## src/verilog/l2_types_pkg.sv

```systemverilog
package l2_types_pkg;

	// cache geometry
	localparam int tag_width = 7;
	localparam int index_width = 5;
	localparam int offset_width = 4;
	localparam int num_ways = 4;
	localparam int num_sets = 1 << index_width;

	typedef logic [15:0] lc3b_word;
	typedef logic [127:0] l2_line_t;
	typedef logic [$clog2(num_ways)-1:0] way_t;

	typedef struct packed {
		logic [tag_width-1:0] tag;
		logic [index_width-1:0] index;
		logic [offset_width-1:0] offset; // byte within line
	} l2_addr_fields_t;

	// same word seen raw or split into fields
	typedef union packed {
		lc3b_word raw;
		l2_addr_fields_t f;
	} l2_addr_t;

	typedef enum logic [1:0] {
		s_check,
		s_writeback,
		s_allocate
	} l2_state_t;

endpackage : l2_types_pkg

```

## src/verilog/l2_ctrl_if.sv

```systemverilog
`timescale 1ns/1ps

interface l2_ctrl_if import l2_types_pkg::*; ();

	// strobes from control, one bit per way
	logic [num_ways-1:0] load_data; // data, tag and valid
	logic [num_ways-1:0] load_dirty;
	logic dirty_in;
	logic load_lru;
	logic fill_sel; // allocate: memory line in, request address out

	// status back from the datapath
	logic hit;
	way_t hit_way;
	way_t lru_way; // victim of the indexed set
	logic victim_dirty;

	modport ctrl (
		output load_data, load_dirty, dirty_in, load_lru, fill_sel,
		input hit, hit_way, lru_way, victim_dirty
	);

	modport dp (
		input load_data, load_dirty, dirty_in, load_lru, fill_sel,
		output hit, hit_way, lru_way, victim_dirty
	);

endinterface : l2_ctrl_if

```

## src/verilog/l2cache_control.sv

```systemverilog
`timescale 1ns/1ps

module l2cache_control import l2_types_pkg::*; (
	input logic clk,
	input logic rst,
	l2_ctrl_if.ctrl ctl,
	input logic cache_read,
	input logic cache_write,
	input logic mem_resp,
	output logic cache_resp,
	output logic mem_read,
	output logic mem_write
);

	l2_state_t state;
	l2_state_t next_state;
	logic request;
	logic [num_ways-1:0] hit_sel;
	logic [num_ways-1:0] lru_sel;

	assign request = cache_read || cache_write;

	// one-hot way strobes
	always_comb begin
		hit_sel = '0;
		hit_sel[ctl.hit_way] = 1'b1;
		lru_sel = '0;
		lru_sel[ctl.lru_way] = 1'b1;
	end

	always_ff @(posedge clk) begin
		if (rst) begin
			state <= s_check;
		end else begin
			state <= next_state;
		end
	end

	always_comb begin
		next_state = state;
		case (state)
			s_check: begin
				if (request && !ctl.hit) begin
					// dirty victim goes out first
					next_state = ctl.victim_dirty ? s_writeback : s_allocate;
				end
			end
			s_writeback: begin
				if (mem_resp) begin
					next_state = s_allocate;
				end
			end
			s_allocate: begin
				if (mem_resp) begin
					next_state = s_check; // retry as a hit
				end
			end
			default: begin
				next_state = s_check;
			end
		endcase
	end

	// mem_read and mem_write from state only
	always_comb begin
		cache_resp = 1'b0;
		mem_read = 1'b0;
		mem_write = 1'b0;
		ctl.load_data = '0;
		ctl.load_dirty = '0;
		ctl.dirty_in = 1'b0;
		ctl.load_lru = 1'b0;
		ctl.fill_sel = 1'b0;
		case (state)
			s_check: begin
				if (request && ctl.hit) begin
					cache_resp = 1'b1;
					ctl.load_lru = 1'b1;
					if (cache_write) begin
						ctl.load_data = hit_sel;
						ctl.load_dirty = hit_sel;
						ctl.dirty_in = 1'b1;
					end
				end
			end
			s_writeback: begin
				mem_write = 1'b1; // victim address selected
			end
			s_allocate: begin
				mem_read = 1'b1;
				ctl.fill_sel = 1'b1;
				if (mem_resp) begin
					// fill victim way, clean
					ctl.load_data = lru_sel;
					ctl.load_dirty = lru_sel;
				end
			end
			default: begin
				cache_resp = 1'b0;
			end
		endcase
	end

endmodule : l2cache_control

```

## src/flat_wrapper.sv

```systemverilog
// flat-port wrapper written by rule: the top's interface ports become plain ports
module l2cache_control_flat import l2_types_pkg::*;
  (clk, rst, cache_read, cache_write, mem_resp, cache_resp, mem_read, mem_write, ctl_load_data, ctl_load_dirty, ctl_dirty_in, ctl_load_lru, ctl_fill_sel, ctl_hit, ctl_hit_way, ctl_lru_way, ctl_victim_dirty);
  l2_ctrl_if ctl_i ();
  input logic clk;
  input logic rst;
  input logic cache_read;
  input logic cache_write;
  input logic mem_resp;
  output logic cache_resp;
  output logic mem_read;
  output logic mem_write;
  output wire logic [$bits(ctl_i.load_data)-1:0] ctl_load_data;
  output wire logic [$bits(ctl_i.load_dirty)-1:0] ctl_load_dirty;
  output wire logic [$bits(ctl_i.dirty_in)-1:0] ctl_dirty_in;
  output wire logic [$bits(ctl_i.load_lru)-1:0] ctl_load_lru;
  output wire logic [$bits(ctl_i.fill_sel)-1:0] ctl_fill_sel;
  input wire logic [$bits(ctl_i.hit)-1:0] ctl_hit;
  input wire logic [$bits(ctl_i.hit_way)-1:0] ctl_hit_way;
  input wire logic [$bits(ctl_i.lru_way)-1:0] ctl_lru_way;
  input wire logic [$bits(ctl_i.victim_dirty)-1:0] ctl_victim_dirty;
  assign ctl_load_data = ctl_i.load_data;
  assign ctl_load_dirty = ctl_i.load_dirty;
  assign ctl_dirty_in = ctl_i.dirty_in;
  assign ctl_load_lru = ctl_i.load_lru;
  assign ctl_fill_sel = ctl_i.fill_sel;
  assign ctl_i.hit = ctl_hit;
  assign ctl_i.hit_way = ctl_hit_way;
  assign ctl_i.lru_way = ctl_lru_way;
  assign ctl_i.victim_dirty = ctl_victim_dirty;
  l2cache_control u_core (.clk(clk), .rst(rst), .ctl(ctl_i), .cache_read(cache_read), .cache_write(cache_write), .mem_resp(mem_resp), .cache_resp(cache_resp), .mem_read(mem_read), .mem_write(mem_write));
endmodule
```

## config.mk

```make
export PLATFORM = sky130hd
export DESIGN_NAME = l2cache_control_flat
export DESIGN_NICKNAME = d
export VERILOG_FILES = /design/src/verilog/l2_types_pkg.sv /design/src/verilog/l2_ctrl_if.sv /design/src/verilog/l2cache_control.sv /design/src/flat_wrapper.sv
export SDC_FILE = /design/constraint.sdc
export NUM_CORES = 1
export LEC_CHECK = 0
export BUFFER_PORTS_ARGS = -buffer_cell sky130_fd_sc_hd__buf_4
export CAP_MARGIN = 20
export CORE_AREA = 10 10 47 49
export CTS_CLUSTER_SIZE = 14
export DETAILED_ROUTE_END_ITERATION = 6
export DIE_AREA = 0 0 57 59
export GPL_TIMING_DRIVEN = 0
export PLACE_DENSITY = 0.48
export SLEW_MARGIN = 10
export SYNTH_ARGS = -nofsm -noshare
export SYNTH_HDL_FRONTEND = slang
export SYNTH_SLANG_ARGS = --single-unit
```

## constraint.sdc

```tcl
create_clock -name clk -period 1.25 [get_ports clk]
set_input_delay 0.125 -clock clk [delete_from_list [all_inputs] [get_ports clk]]
set_output_delay 0.125 -clock clk [all_outputs]
set_load 0.1 [all_outputs]
```

* Word level (Yosys, flattened, before mapping)
Index checks and enable logic that the tools add are counted.
** Storage, ports and cells
- Register bits :: 2
- Input port bits :: 11
- Output and inout port bits :: 14
- Logic and storage cells :: 38
** Operators by class
- Magnitude comparators :: 4
- Equal/unequal tests :: 5
- Multiplexer cells :: 20
- Reductions and logical operators :: 8
** Operators by type and width (count)
- 4-bit two-way mux :: 3
- 1-bit two-way mux :: 9
- 2-bit two-way mux :: 4
- 4-bit one-hot mux with 2 select lines :: 1
- 2-bit by 3-bit less-than comparator with 1-bit output, second input constant :: 2
- 2-bit one-hot mux with 3 select lines :: 1
- 1-bit demux with 2-bit select :: 2
- 2-bit by 1-bit >= comparator with 1-bit output, second input constant :: 2
- 1-bit logical AND :: 4
- 2-bit inequality test, second input constant :: 2
- 3-bit AND reduction :: 1
- 2-bit by 1-bit == test with 1-bit output, second input constant :: 1
- 2-bit == test, second input constant :: 1
- 2-bit zero test :: 1
- 2-bit by 1-bit inequality test with 1-bit output, second input constant :: 1
- 1-bit zero test :: 1
- 1-bit logical OR :: 1

* Logic depth before layout (Yosys ltp)
Gate-level depths: netlist of run 1.
- Word-level depth :: 7
- Mapped depth :: 4
- Gate-level depth less buffers :: 3

* Worst setup path before layout of run 1
Ideal clock, no wire load.
- Kind :: register to output
- From :: reg u_core.state[0]
- To :: out ctl_load_dirty[0]
- Data arrival time :: 3951 ps
- Required time :: 1125 ps
- Slack :: -2826 ps
- Cell stages (with the launch flop) :: 5
- Buffers on the path :: 1
- Path through :: dfxtp_1 > and2b_2 > nand2_1 > o32ai_1 > buf_4
** Between the ends
- Longest elaborated chain between the ends :: 2
- Elaborated cells between the ends (all ways) :: 3
- Those cells by class :: 1 x eq/ne; 1 x mux; 1 x reduce/logical
** RTL lines
- start: declaration :: RTL line l2cache_control.sv:15 : l2_state_t state;
- start signal: assignment :: RTL line l2cache_control.sv:33 : state <= s_check;
- start signal: assignment :: RTL line l2cache_control.sv:35 : state <= next_state;
- 2-bit == test or 2-bit zero test (tied branches)
- 4-bit one-hot mux with 2 select lines (*)
- end: declaration :: RTL line flat_wrapper.sv:14 : output wire logic [$bits(ctl_i.load_dirty)-1:0] ctl_load_dirty;
Every way passes the cells marked *; elsewhere a longest branch is shown, timed or not.

* Worst setup path after layout of run 1
- From :: reg u_core.state[0]
- To :: out ctl_load_dirty[0]
** Between the ends
- Longest elaborated chain between the ends :: 2
- Elaborated cells between the ends (all ways) :: 3
- Those cells by class :: 1 x eq/ne; 1 x mux; 1 x reduce/logical
** RTL lines
- 2-bit == test or 2-bit zero test (tied branches) :: RTL line l2cache_control.sv:74 : case (state)
- 4-bit one-hot mux with 2 select lines (*) :: RTL line l2cache_control.sv:74
Marks and branches as above.

==> results of run 1 <==
[synthesized netlist by cell type (all sizes together) (2+ instances only)]
cell | count | area share
o22ai | 2 | 0.055
nor3 | 2 | 0.044
buf | 6 | 0.20
nor2 | 3 | 0.049
inv | 2 | 0.033
nand2 | 2 | 0.033
dfxtp | 2 | 0.18
o32ai | 2 | 0.077
and2b | 2 | 0.077
[worst reg2reg max path: cells and delay by family (launching register included)]
family	cells	cell delay [ns]
flops	1	0.34
buf+inv	2	0.24
simple gates	1	0.21
mux	1	0.12
compound gates	1	0.08
[cell families (layout without fill, tap and decap cells)]
family / after synthesis / after routing / synth area share
AO/OA/AOI/OAI: 6 / 6 / 0.2143
buffers and inverters: 8 / 37 / 0.2308
flip-flops: 2 / 2 / 0.1758
multiplexers: 1 / 1 / 0.04396
AND/OR/NAND/NOR: 13 / 13 / 0.3352
[where the power goes]
group          total [mW]  internal (mW)  switching [mW]
Sequential         0.0735         0.0692         0.00425
Clock               0.143          0.106          0.0371
Combinational       0.445          0.172           0.273
Total               0.661          0.347           0.314
[metrics by stage]
| stage | power (mW) | setup slack, ns | utilization | instance area, sq um |
|---|---|---|---|---|
| global placement | 0.4496 | -0.2986 | 0.4027 | 564.3 |
| global route | 0.6967 | -0.4223 | 0.5455 | 764.5 |
| finish | 0.6610 | -0.3748 | 0.5455 | 764.5 |
| CTS | 0.6531 | -0.3903 | 0.5196 | 728.2 |
| floorplan | 0.3639 | -0.9637 | - | 364.1 |
| detailed placement | 0.4495 | -0.2993 | 0.4027 | 564.3 |
[routing by layer]
layer	global-route usage	up-vias	routed length (um)
met5	0	-	0
met4	0.03020	0	0
met3	0.04292	0	138
met2	0.1008	18	504
met1	0.05582	153	331
li1	-	163	-
[final timing paths]
| path | from | to | slack [ns] | cells past startpoint |
|---|---|---|---|---|
| worst max-delay path | u_core.state[0] | ctl_load_dirty[0] | -0.37 | 5 |
| worst min-delay path | rst | u_core.state[1] | 0.10 | 2 |
| worst max register to register | u_core.state[0] | u_core.state[1] | 0.15 | 5 |
| worst min register to register | u_core.state[0] | u_core.state[1] | 0.56 | 2 |
[placed cells by master, fill, tap and decap left out, types with 2 or more instances in the layout]
cell type / count
buf_12: 13
buf_4: 12
buf_6: 6
nor2_1: 3
clkbuf_4: 3
nand2_4: 2
o32ai_4: 2
inv_1: 2
o22ai_4: 2
[cell type report]
type                       instances  share of cell area
multi-input combinational         20              0.3142
clock buffer                       3             0.02946
sequential                         2             0.05401
inverter                           2            0.009820
buffer                             6              0.1293
tap                               16             0.02619
timing repair buffer              26              0.4370
[repair_timing]
item	CTS	global route
gates resized for setup	33	7
setup endpoints to repair	13	14
buffers inserted	1	1
pin swaps	5	4
==> qor.yml, run 1 <==
run_status:
  status: "finished, violations left"
  violations: "setup timing"
logic_synthesis:
  postSynthAreaPerCell_sq_um: 7.591
  syn_area_sq_um: 227.7
  synth_fp_nets: 41
  synth_edf_count: 0
  ys_seq_area_frac: 0.1758
  ys_types: 16
  synth_seq_cells: 2
  async_flop_share: 0
  synth_cells: 30
  synthFlopType: "dfxtp_1"
  ys_warn_count: 0
floorplanning:
  ios: 25
  die_x_um: 57
  start_util: 0.1625
  rows: 14
  die-area_sq_um: 3363
  core_area_sq_um: 1401
  die_h_um: 59
sta:
  whs_ns: 0.1031
  rsz0062_at_grt: "true"
  final_max_slew_viol_count: 0
  post-route-worst-setup-slack_ns: -0.3748
  finalClockSkew_ns: 0.004056
  max_freq_mhz: 615.5
  post-route-min-period_ns: 1.625
  setup_viol: 13
  fin_tns_setup_ns: -3.112
  period_share: 1.300
  timing.final.hold_violations: 0
  tightest_slew_ns: 0.3261
  max_slew_margin: 0.7841
finish:
  largest_reg_flops: 2
  area_delta_synth_final_pct: 235.7
  multi_input_area_sq_um: 240.2
  largest-register: "u_core.state"
  final_cells: 75
  fill_cells: 133
  seq_area_sq_um: 41.29
  antennaDiodeCount: 0
  reg_top3: "u_core.state (2)"
  fin_nets: 72
  drive_above_1_share: 0.8305
setup_path:
  crit_fanout: 4
  cp-end-kind: "output pin"
  cp_num_buf_inv: 2
  cp_top_family: "simple AND/OR/NAND/NOR gates"
  crit_arrival_ns: 1.50
  crit_top_cell: "buf_12"
  slowest_stage: "dfxtp_2"
  start_kind: "register"
  path_cells: "and2b_4, nand2_4, o32ai_4, buf_12, buf_12"
  path_class: "register to output pin"
  crit_required_ns: 1.12
  max_stage_delay_ns: 0.32
power_and_ir_drop:
  power_density_nw_per_um2: 864.7
  peakVddDrop_mv: 0.5661
  p_leak_nw: 0.3268
detailed_routing:
  detail_route.wl_per_cell_um: 12.99
  viasPerCell: 4.453
  first_pass_iters: 4
  drt_iter0_markers: 4
  routed_wirelength_um: 974
  drcViolationCount: 0
  drtAntennaViolNets: 0
  routed-via-count: 334
global_route:
  grtUsageTotal: 0.06093
  grt-ovfl-total: 0
  antenna_found_initial: 0
  grt_pass1_vias: 405
  grt_pass1_wl_um: 1697
  grt_start_max_net_pins: 5
cts:
  holdBufCountCts: 0
  clock-root-buffer: "clkbuf_4"
  cts-buffers-inserted: 3
  cts_tree: "done"
  h-tree-depth: 1
  clock_sinks: 2
  ctsLongestPathBuffers: 2
  worstSkewPairLatency_ns: 0.23
  clk_pin_slew_ns: 0.03
placement:
  gp_congestion: 0.6458
  dpl.hpwl_um: 830.1
  place_inst: 70
  port_buffers: 24
min_path:
  min-delay-path-class: "input pin to register"
flow_run:
  cap_viol_max_count: 0
No activity file was read; power rests on OpenSTA's default activity.
==> run 2, diff against run 1 <==
- ABC_AREA: unset -> 1
- BUFFER_PORTS_ARGS: -buffer_cell sky130_fd_sc_hd__buf_4 -> -buffer_cell sky130_fd_sc_hd__buf_2
- PLACE_DENSITY: 0.48 -> 0.53
- SLEW_MARGIN: 10 -> 25
==> run 2 against run 1 <==
  * The flow still finishes with violations (setup timing)
  * Area after synthesis is 29% higher
  * Register-to-register slack better by 0.14 ns
  * Combinational power is 98% higher
  * Global-route usage is 0.12 points higher
  * Die area stayed put
  * Final cell count is 33% higher
  * Design area is 2.8% higher
  * Sequential power is 39% higher
  * Sequential share of layout area hardly changed
  * Core utilization is 1.5 points higher
  * Critical endpoint unchanged
  * Largest cell class unchanged
  * Largest power group unchanged
==> qor.yml, run 2 <==
detailed_routing:
  first_pass_iters: 2
  drcViolationCount: 0
  detail_route.wl_per_cell_um: 9.940
  drt_iter0_markers: 6
  m1WireLength_um: 407
  viasPerCell: 4.210
  wl_met2_um: 506
  routed_wirelength_um: 994
  drtAntennaViolNets: 0
  routed-via-count: 421
  route.met3.wl_um: 80
  topRoutingLayerUsed: "met3"
logic_synthesis:
  synth_seq_cells: 2
  yosys.area.top_type: "nand2_1"
  yosysMostFrequentCell: "nand2_1"
  postSynthAreaPerCell_sq_um: 5.524
  syn_area_sq_um: 292.8
  async_flop_share: 0
  synth_commonest_cells: "nand2_1, inv_1, buf_4"
  ys_types: 14
  ys_warn_count: 0
  yosysTopAreaCellShare: 0.1923
  synth_cells: 53
  synth_area_leaders: "nand2_1, buf_4, dfxtp_1, inv_1, nand3_1"
  synthFlopType: "dfxtp_1"
  synth_fp_nets: 64
  synth_edf_count: 0
  ys_seq_area_frac: 0.1368
floorplanning:
  die_x_um: 57
  die-area_sq_um: 3363
  ios: 25
  start_util: 0.2089
  rows: 14
  die_h_um: 59
  core_area_sq_um: 1401
power_and_ir_drop:
  peakVddDrop_mv: 1.069
  switchingPower_uw: 625.4
  p_seq_frac: 0.091
  internal_power_uw: 497.9
  sw_frac_of_total: 0.5568
  power_density_nw_per_um2: 1430
  p_leak_nw: 0.3834
  comb_power_share: 0.785
  clkPwrFrac: 0.124
setup_path:
  cp-end-kind: "output pin"
  crit_arrival_ns: 1.40
  crit_required_ns: 1.12
  slowest_stage: "dfxtp_2"
  cp_num_buf_inv: 3
  timing.rr.end: "u_core.state[0]"
  max_stage_delay_ns: 0.33
  r2r_cells: 7
  path_cells: "nor2_4, inv_2, nor2_4, nand2_4, o22ai_4, buf_12, buf_12"
  start_kind: "register"
  crit_fanout: 4
  path_class: "register to output pin"
  regToRegSetupSlack_ns: 0.29
  cp_top_family: "simple AND/OR/NAND/NOR gates"
  r2r_start: "u_core.state[1]"
placement:
  gp_congestion: 0.7085
  pre_cts_ws_ns: -0.3664
  dpl.hpwl_um: 882.3
  port_buffers: 24
sta:
  final_max_slew_viol_count: 0
  post-route-worst-setup-slack_ns: -0.2766
  whs_ns: 0.1352
  tightest_slew_ns: 0.4884
  timing.final.hold_violations: 0
  post-route-min-period_ns: 1.527
  max_slew_margin: 0.6767
  setup_viol: 11
  period_share: 1.221
  max_freq_mhz: 655.1
  finalClockSkew_ns: 0.003472
  rsz0062_at_grt: "true"
min_path:
  whs_path_depth: 4
  holdPathEnd: "u_core.state[0]"
  min-delay-path-class: "input pin to register"
  worstHoldStart: "rst"
cts:
  clock_sinks: 2
  clk_pin_slew_ns: 0.03
  ctsLongestPathBuffers: 2
  worstSkewPairLatency_ns: 0.22
  cts_tree: "done"
  holdBufCountCts: 0
  clock-root-buffer: "clkbuf_4"
  h-tree-depth: 1
  cts-buffers-inserted: 3
global_route:
  grt_pass1_wl_um: 1759
  grt_pass1_vias: 458
  antenna_found_initial: 0
  grtUsageTotal: 0.06215
  grt_start_max_net_pins: 6
  grt-ovfl-total: 0
finish:
  reg_top3: "u_core.state (2)"
  largest_reg_flops: 2
  area_delta_synth_final_pct: 168.4
  fin_nets: 97
  final_common_cell: "buf_12"
  antennaDiodeCount: 0
  layout_common_cells: "buf_12, buf_2, nand2_1"
  drive_above_1_share: 0.6786
  final_core_util: 0.5607
  largest-register: "u_core.state"
run_status:
  status: "finished, violations left"
  violations: "setup timing"
flow_run:
  cap_viol_max_count: 0
run 2: changes by cell type after synthesis, sizes merged, moves of 2 or more:
cell	change
nor2	+2
inv	+9
nand2	+13
nor3	-2
and2b	-2
nand3	+4
o32ai	-2
o21ai	+4
run 2: worst max-delay path by stage:
stage | start | to | cells past startpoint
detailed placement | u_core.state[1] | ctl_load_dirty[2] | 7
global placement | u_core.state[1] | ctl_load_dirty[0] | 7
finish | u_core.state[0] | ctl_load_dirty[0] | 7
global route | u_core.state[0] | ctl_load_dirty[2] | 7
CTS | u_core.state[0] | ctl_load_dirty[2] | 7
floorplan | u_core.state[1] | ctl_load_dirty[2] | 6
run 2: power groups by stage:
stage | sequential [mW] | clock, mW | combinational [mW]
6_report | 0.102 | 0.139 | 0.882
5_1_grt | 0.106 | 0.159 | 0.926
4_1_cts | 0.102 | 0.146 | 0.877
3_5_place_dp | 0.101 | 0 | 0.713
3_3_place_gp | 0.101 | 0 | 0.710
2_1_floorplan | 0.0980 | 0 | 0.625
run 2: cell families after synthesis:
family                 Yosys count  synth area share
AOI/OAI and AO/OA                7            0.1282
and+or+nand+nor                 27            0.4402
DFF                              2            0.1368
buffers and inverters           17            0.2949
run 2: worst register-to-register path: stages, from the launching register on:
cell and delay (ns):
dfxtp_2 0.38, nor2_4 0.05, buf_4 0.13, nand2_2 0.08, nand3_1 0.09, nor2_1 0.08, nand2_1 0.05, inv_1 0.04
run 2: repair_timing:
action | 4_1_cts | 5_1_grt
buffers inserted | 3 | 1
gates resized for setup | 47 | 1
pin swaps | 5 | 1
endpoints found under the hold margin | 0 | 0
endpoints found under the setup margin | 14 | 13
run 2: metal layers:
metal,up-vias,GRT usage
li1,220,-
met1,183,0.06036
met2,18,0.1085
met3,0,0.03648
met4,0,0.02013
met5,-,0
run 2: cell type report:
class / count / area [sq um]
Buffer: 6 / 107.6
Sequential cell: 2 / 42.54
Inverter: 11 / 43.79
Tap cell: 16 / 20.02
Clock buffer: 3 / 22.52
Multi-Input combinational cell: 34 / 251.5
Timing Repair Buffer: 28 / 297.8
Fill cell: 151 / 615.6
run 2: stage by stage:
stage	total power [mW]	cells	TNS [ns]	area, sq um
4_1_cts	1.125	99	-2.598	775.7
6_report	1.123	100	-2.435	785.8
3_5_place_dp	0.8141	93	-2.872	564.3
5_1_grt	1.191	100	-3.677	785.8
3_3_place_gp	0.8116	93	-2.781	564.3
2_1_floorplan	0.7227	53	-6.233	424.2
==> run 3, diff against run 2 <==
- ABC_CLOCK_PERIOD_IN_PS: unset -> 1250
- PLACE_DENSITY: 0.53 -> unset
==> run 3 against run 2 <==
  * The flow still finishes with violations (setup timing)
  * Sequential power about the same
  * Hold slack worse by 0.011 ns
  * Via count up 4.0%
  * Design area up 4.3%
  * Count of clock-buffer cells in the layout unchanged
  * Combinational power up 5.1%
  * Critical path depth unchanged
==> qor.yml, run 3 (same netlist as run 2, synthesis figures left out) <==
power_and_ir_drop:
  switchingPower_uw: 645.3
  sw_frac_of_total: 0.5484
  p_seq_frac: 0.087
  p_leak_nw: 0.3975
  peakVddDrop_mv: 0.9714
  clkPwrFrac: 0.125
  power_density_nw_per_um2: 1436
  internal_power_uw: 531.3
  comb_power_share: 0.788
sta:
  max_slew_margin: 0.8153
  max_freq_mhz: 653.1
  final_max_slew_viol_count: 0
  whs_ns: 0.1243
  post-route-min-period_ns: 1.531
  post-route-worst-setup-slack_ns: -0.2812
  finalClockSkew_ns: 0.0004192
  timing.final.hold_violations: 0
  setup_viol: 11
  fin_tns_setup_ns: -2.375
  tightest_slew_ns: 0.2794
  rsz0062_at_grt: "true"
  period_share: 1.225
cts:
  cts-buffers-inserted: 3
  clk_pin_slew_ns: 0.03
  h-tree-depth: 1
  worstSkewPairLatency_ns: 0.23
  clock-root-buffer: "clkbuf_4"
  cts_tree: "done"
  holdBufCountCts: 0
  clock_sinks: 2
  ctsLongestPathBuffers: 2
finish:
  reg_top3: "u_core.state (2)"
  antennaDiodeCount: 0
  drive_above_1_share: 0.6744
  final_common_cell: "buf_12"
  layout_common_cells: "buf_12, nand2_1, buf_2"
  largest-register: "u_core.state"
  area_delta_synth_final_pct: 179.9
  largest_reg_flops: 2
  fin_area_sq_um: 819.5
  fin_nets: 99
  final_cells: 102
setup_path:
  crit_fanout: 4
  crit_required_ns: 1.12
  cp-end-kind: "output pin"
  crit_arrival_ns: 1.41
  path_class: "register to output pin"
  start_kind: "register"
global_route:
  antenna_found_initial: 0
  grt_start_max_net_pins: 6
  grt_pass1_wl_um: 1738
  grt-ovfl-total: 0
  grt_pass1_vias: 448
  grtUsageTotal: 0.06301
detailed_routing:
  viasPerCell: 4.294
  routed_wirelength_um: 1089
  first_pass_iters: 2
  drcViolationCount: 0
  drt_iter0_markers: 3
  drtAntennaViolNets: 0
  detail_route.wl_per_cell_um: 10.68
  routed-via-count: 438
placement:
  place_inst: 93
  port_buffers: 24
  gp_congestion: 0.6787
  dpl_cell_area_sq_um: 564.3
  pre_cts_ws_ns: -0.3639
  dpl.hpwl_um: 846.4
floorplanning:
  start_util: 0.2089
  die-area_sq_um: 3363
  die_x_um: 57
  die_h_um: 59
  ios: 25
  rows: 14
  core_area_sq_um: 1401
min_path:
  min-delay-path-class: "input pin to register"
run_status:
  status: "finished, violations left"
  violations: "setup timing"
flow_run:
  cap_viol_max_count: 0
==> run 3: changes by cell type in the layout (fill, tap and decap cells not counted), sizes merged <==
cell / previous run / this run
buf: 34 / 36
==> run 3: what timing repair did <==
| action | 4_1_cts | 5_1_grt |
|---|---|---|
| pin swaps | 5 | 2 |
| endpoints found under the setup margin | 14 | 14 |
| resized for setup | 51 | 2 |
| buffers inserted | 5 | 1 |
| endpoints found under the hold margin | 0 | 0 |
==> run 3: worst max-delay path: stages, from the launching register on <==
cell	delay [ns]
dfxtp_2	0.33
nor2_4	0.12
inv_2	0.05
nor2_4	0.15
nand2_4	0.09
o22ai_4	0.15
buf_12	0.13
buf_12	0.16
==> run 3: per-layer routing <==
layer	wire length (um)	track usage	part of all wire	vias to the layer above
li1	-	-	-	226
met1	434	0.06036	0.40	190
met2	567	0.1116	0.52	20
met3	69	0.02361	0.063	2
met4	17	0.04027	0.016	0
met5	0	0	0	-
==> run 3: final timing paths <==
kind	startpoint	endpoint	cells past startpoint	slack, ns
setup / recovery	u_core.state[0]	ctl_load_dirty[2]	7	-0.28
hold / removal	rst	u_core.state[0]	4	0.12
setup reg to reg	u_core.state[0]	u_core.state[0]	8	0.11
hold reg to reg	u_core.state[1]	u_core.state[1]	2	0.50
==> run 3: area by class of cell <==
type	count	area (sq um)
fillers	133	581.8
repair buffers	30	331.6
multi-input cells	34	249.0
plain buffers	6	107.6
flip-flops and latches	2	45.04
inverters	11	43.79
clock buffers	3	22.52
well taps	16	20.02
==> run 3: power by group through the flow <==
stage | logic (mW) | registers, mW | clock network, mW
2_1_floorplan | 0.625 | 0.0980 | 0
3_3_place_gp | 0.709 | 0.101 | 0
3_5_place_dp | 0.712 | 0.100 | 0
4_1_cts | 0.914 | 0.101 | 0.157
5_1_grt | 0.968 | 0.106 | 0.159
6_report | 0.927 | 0.102 | 0.147
==> run 3: metrics by stage <==
stage | power [mW] | utilization
final | 1.177 | 0.5848
after global routing | 1.233 | 0.5848
after floorplan | 0.7227 | -
after CTS | 1.172 | 0.5750
after global placement | 0.8097 | 0.4027
after detailed placement | 0.8129 | 0.4027
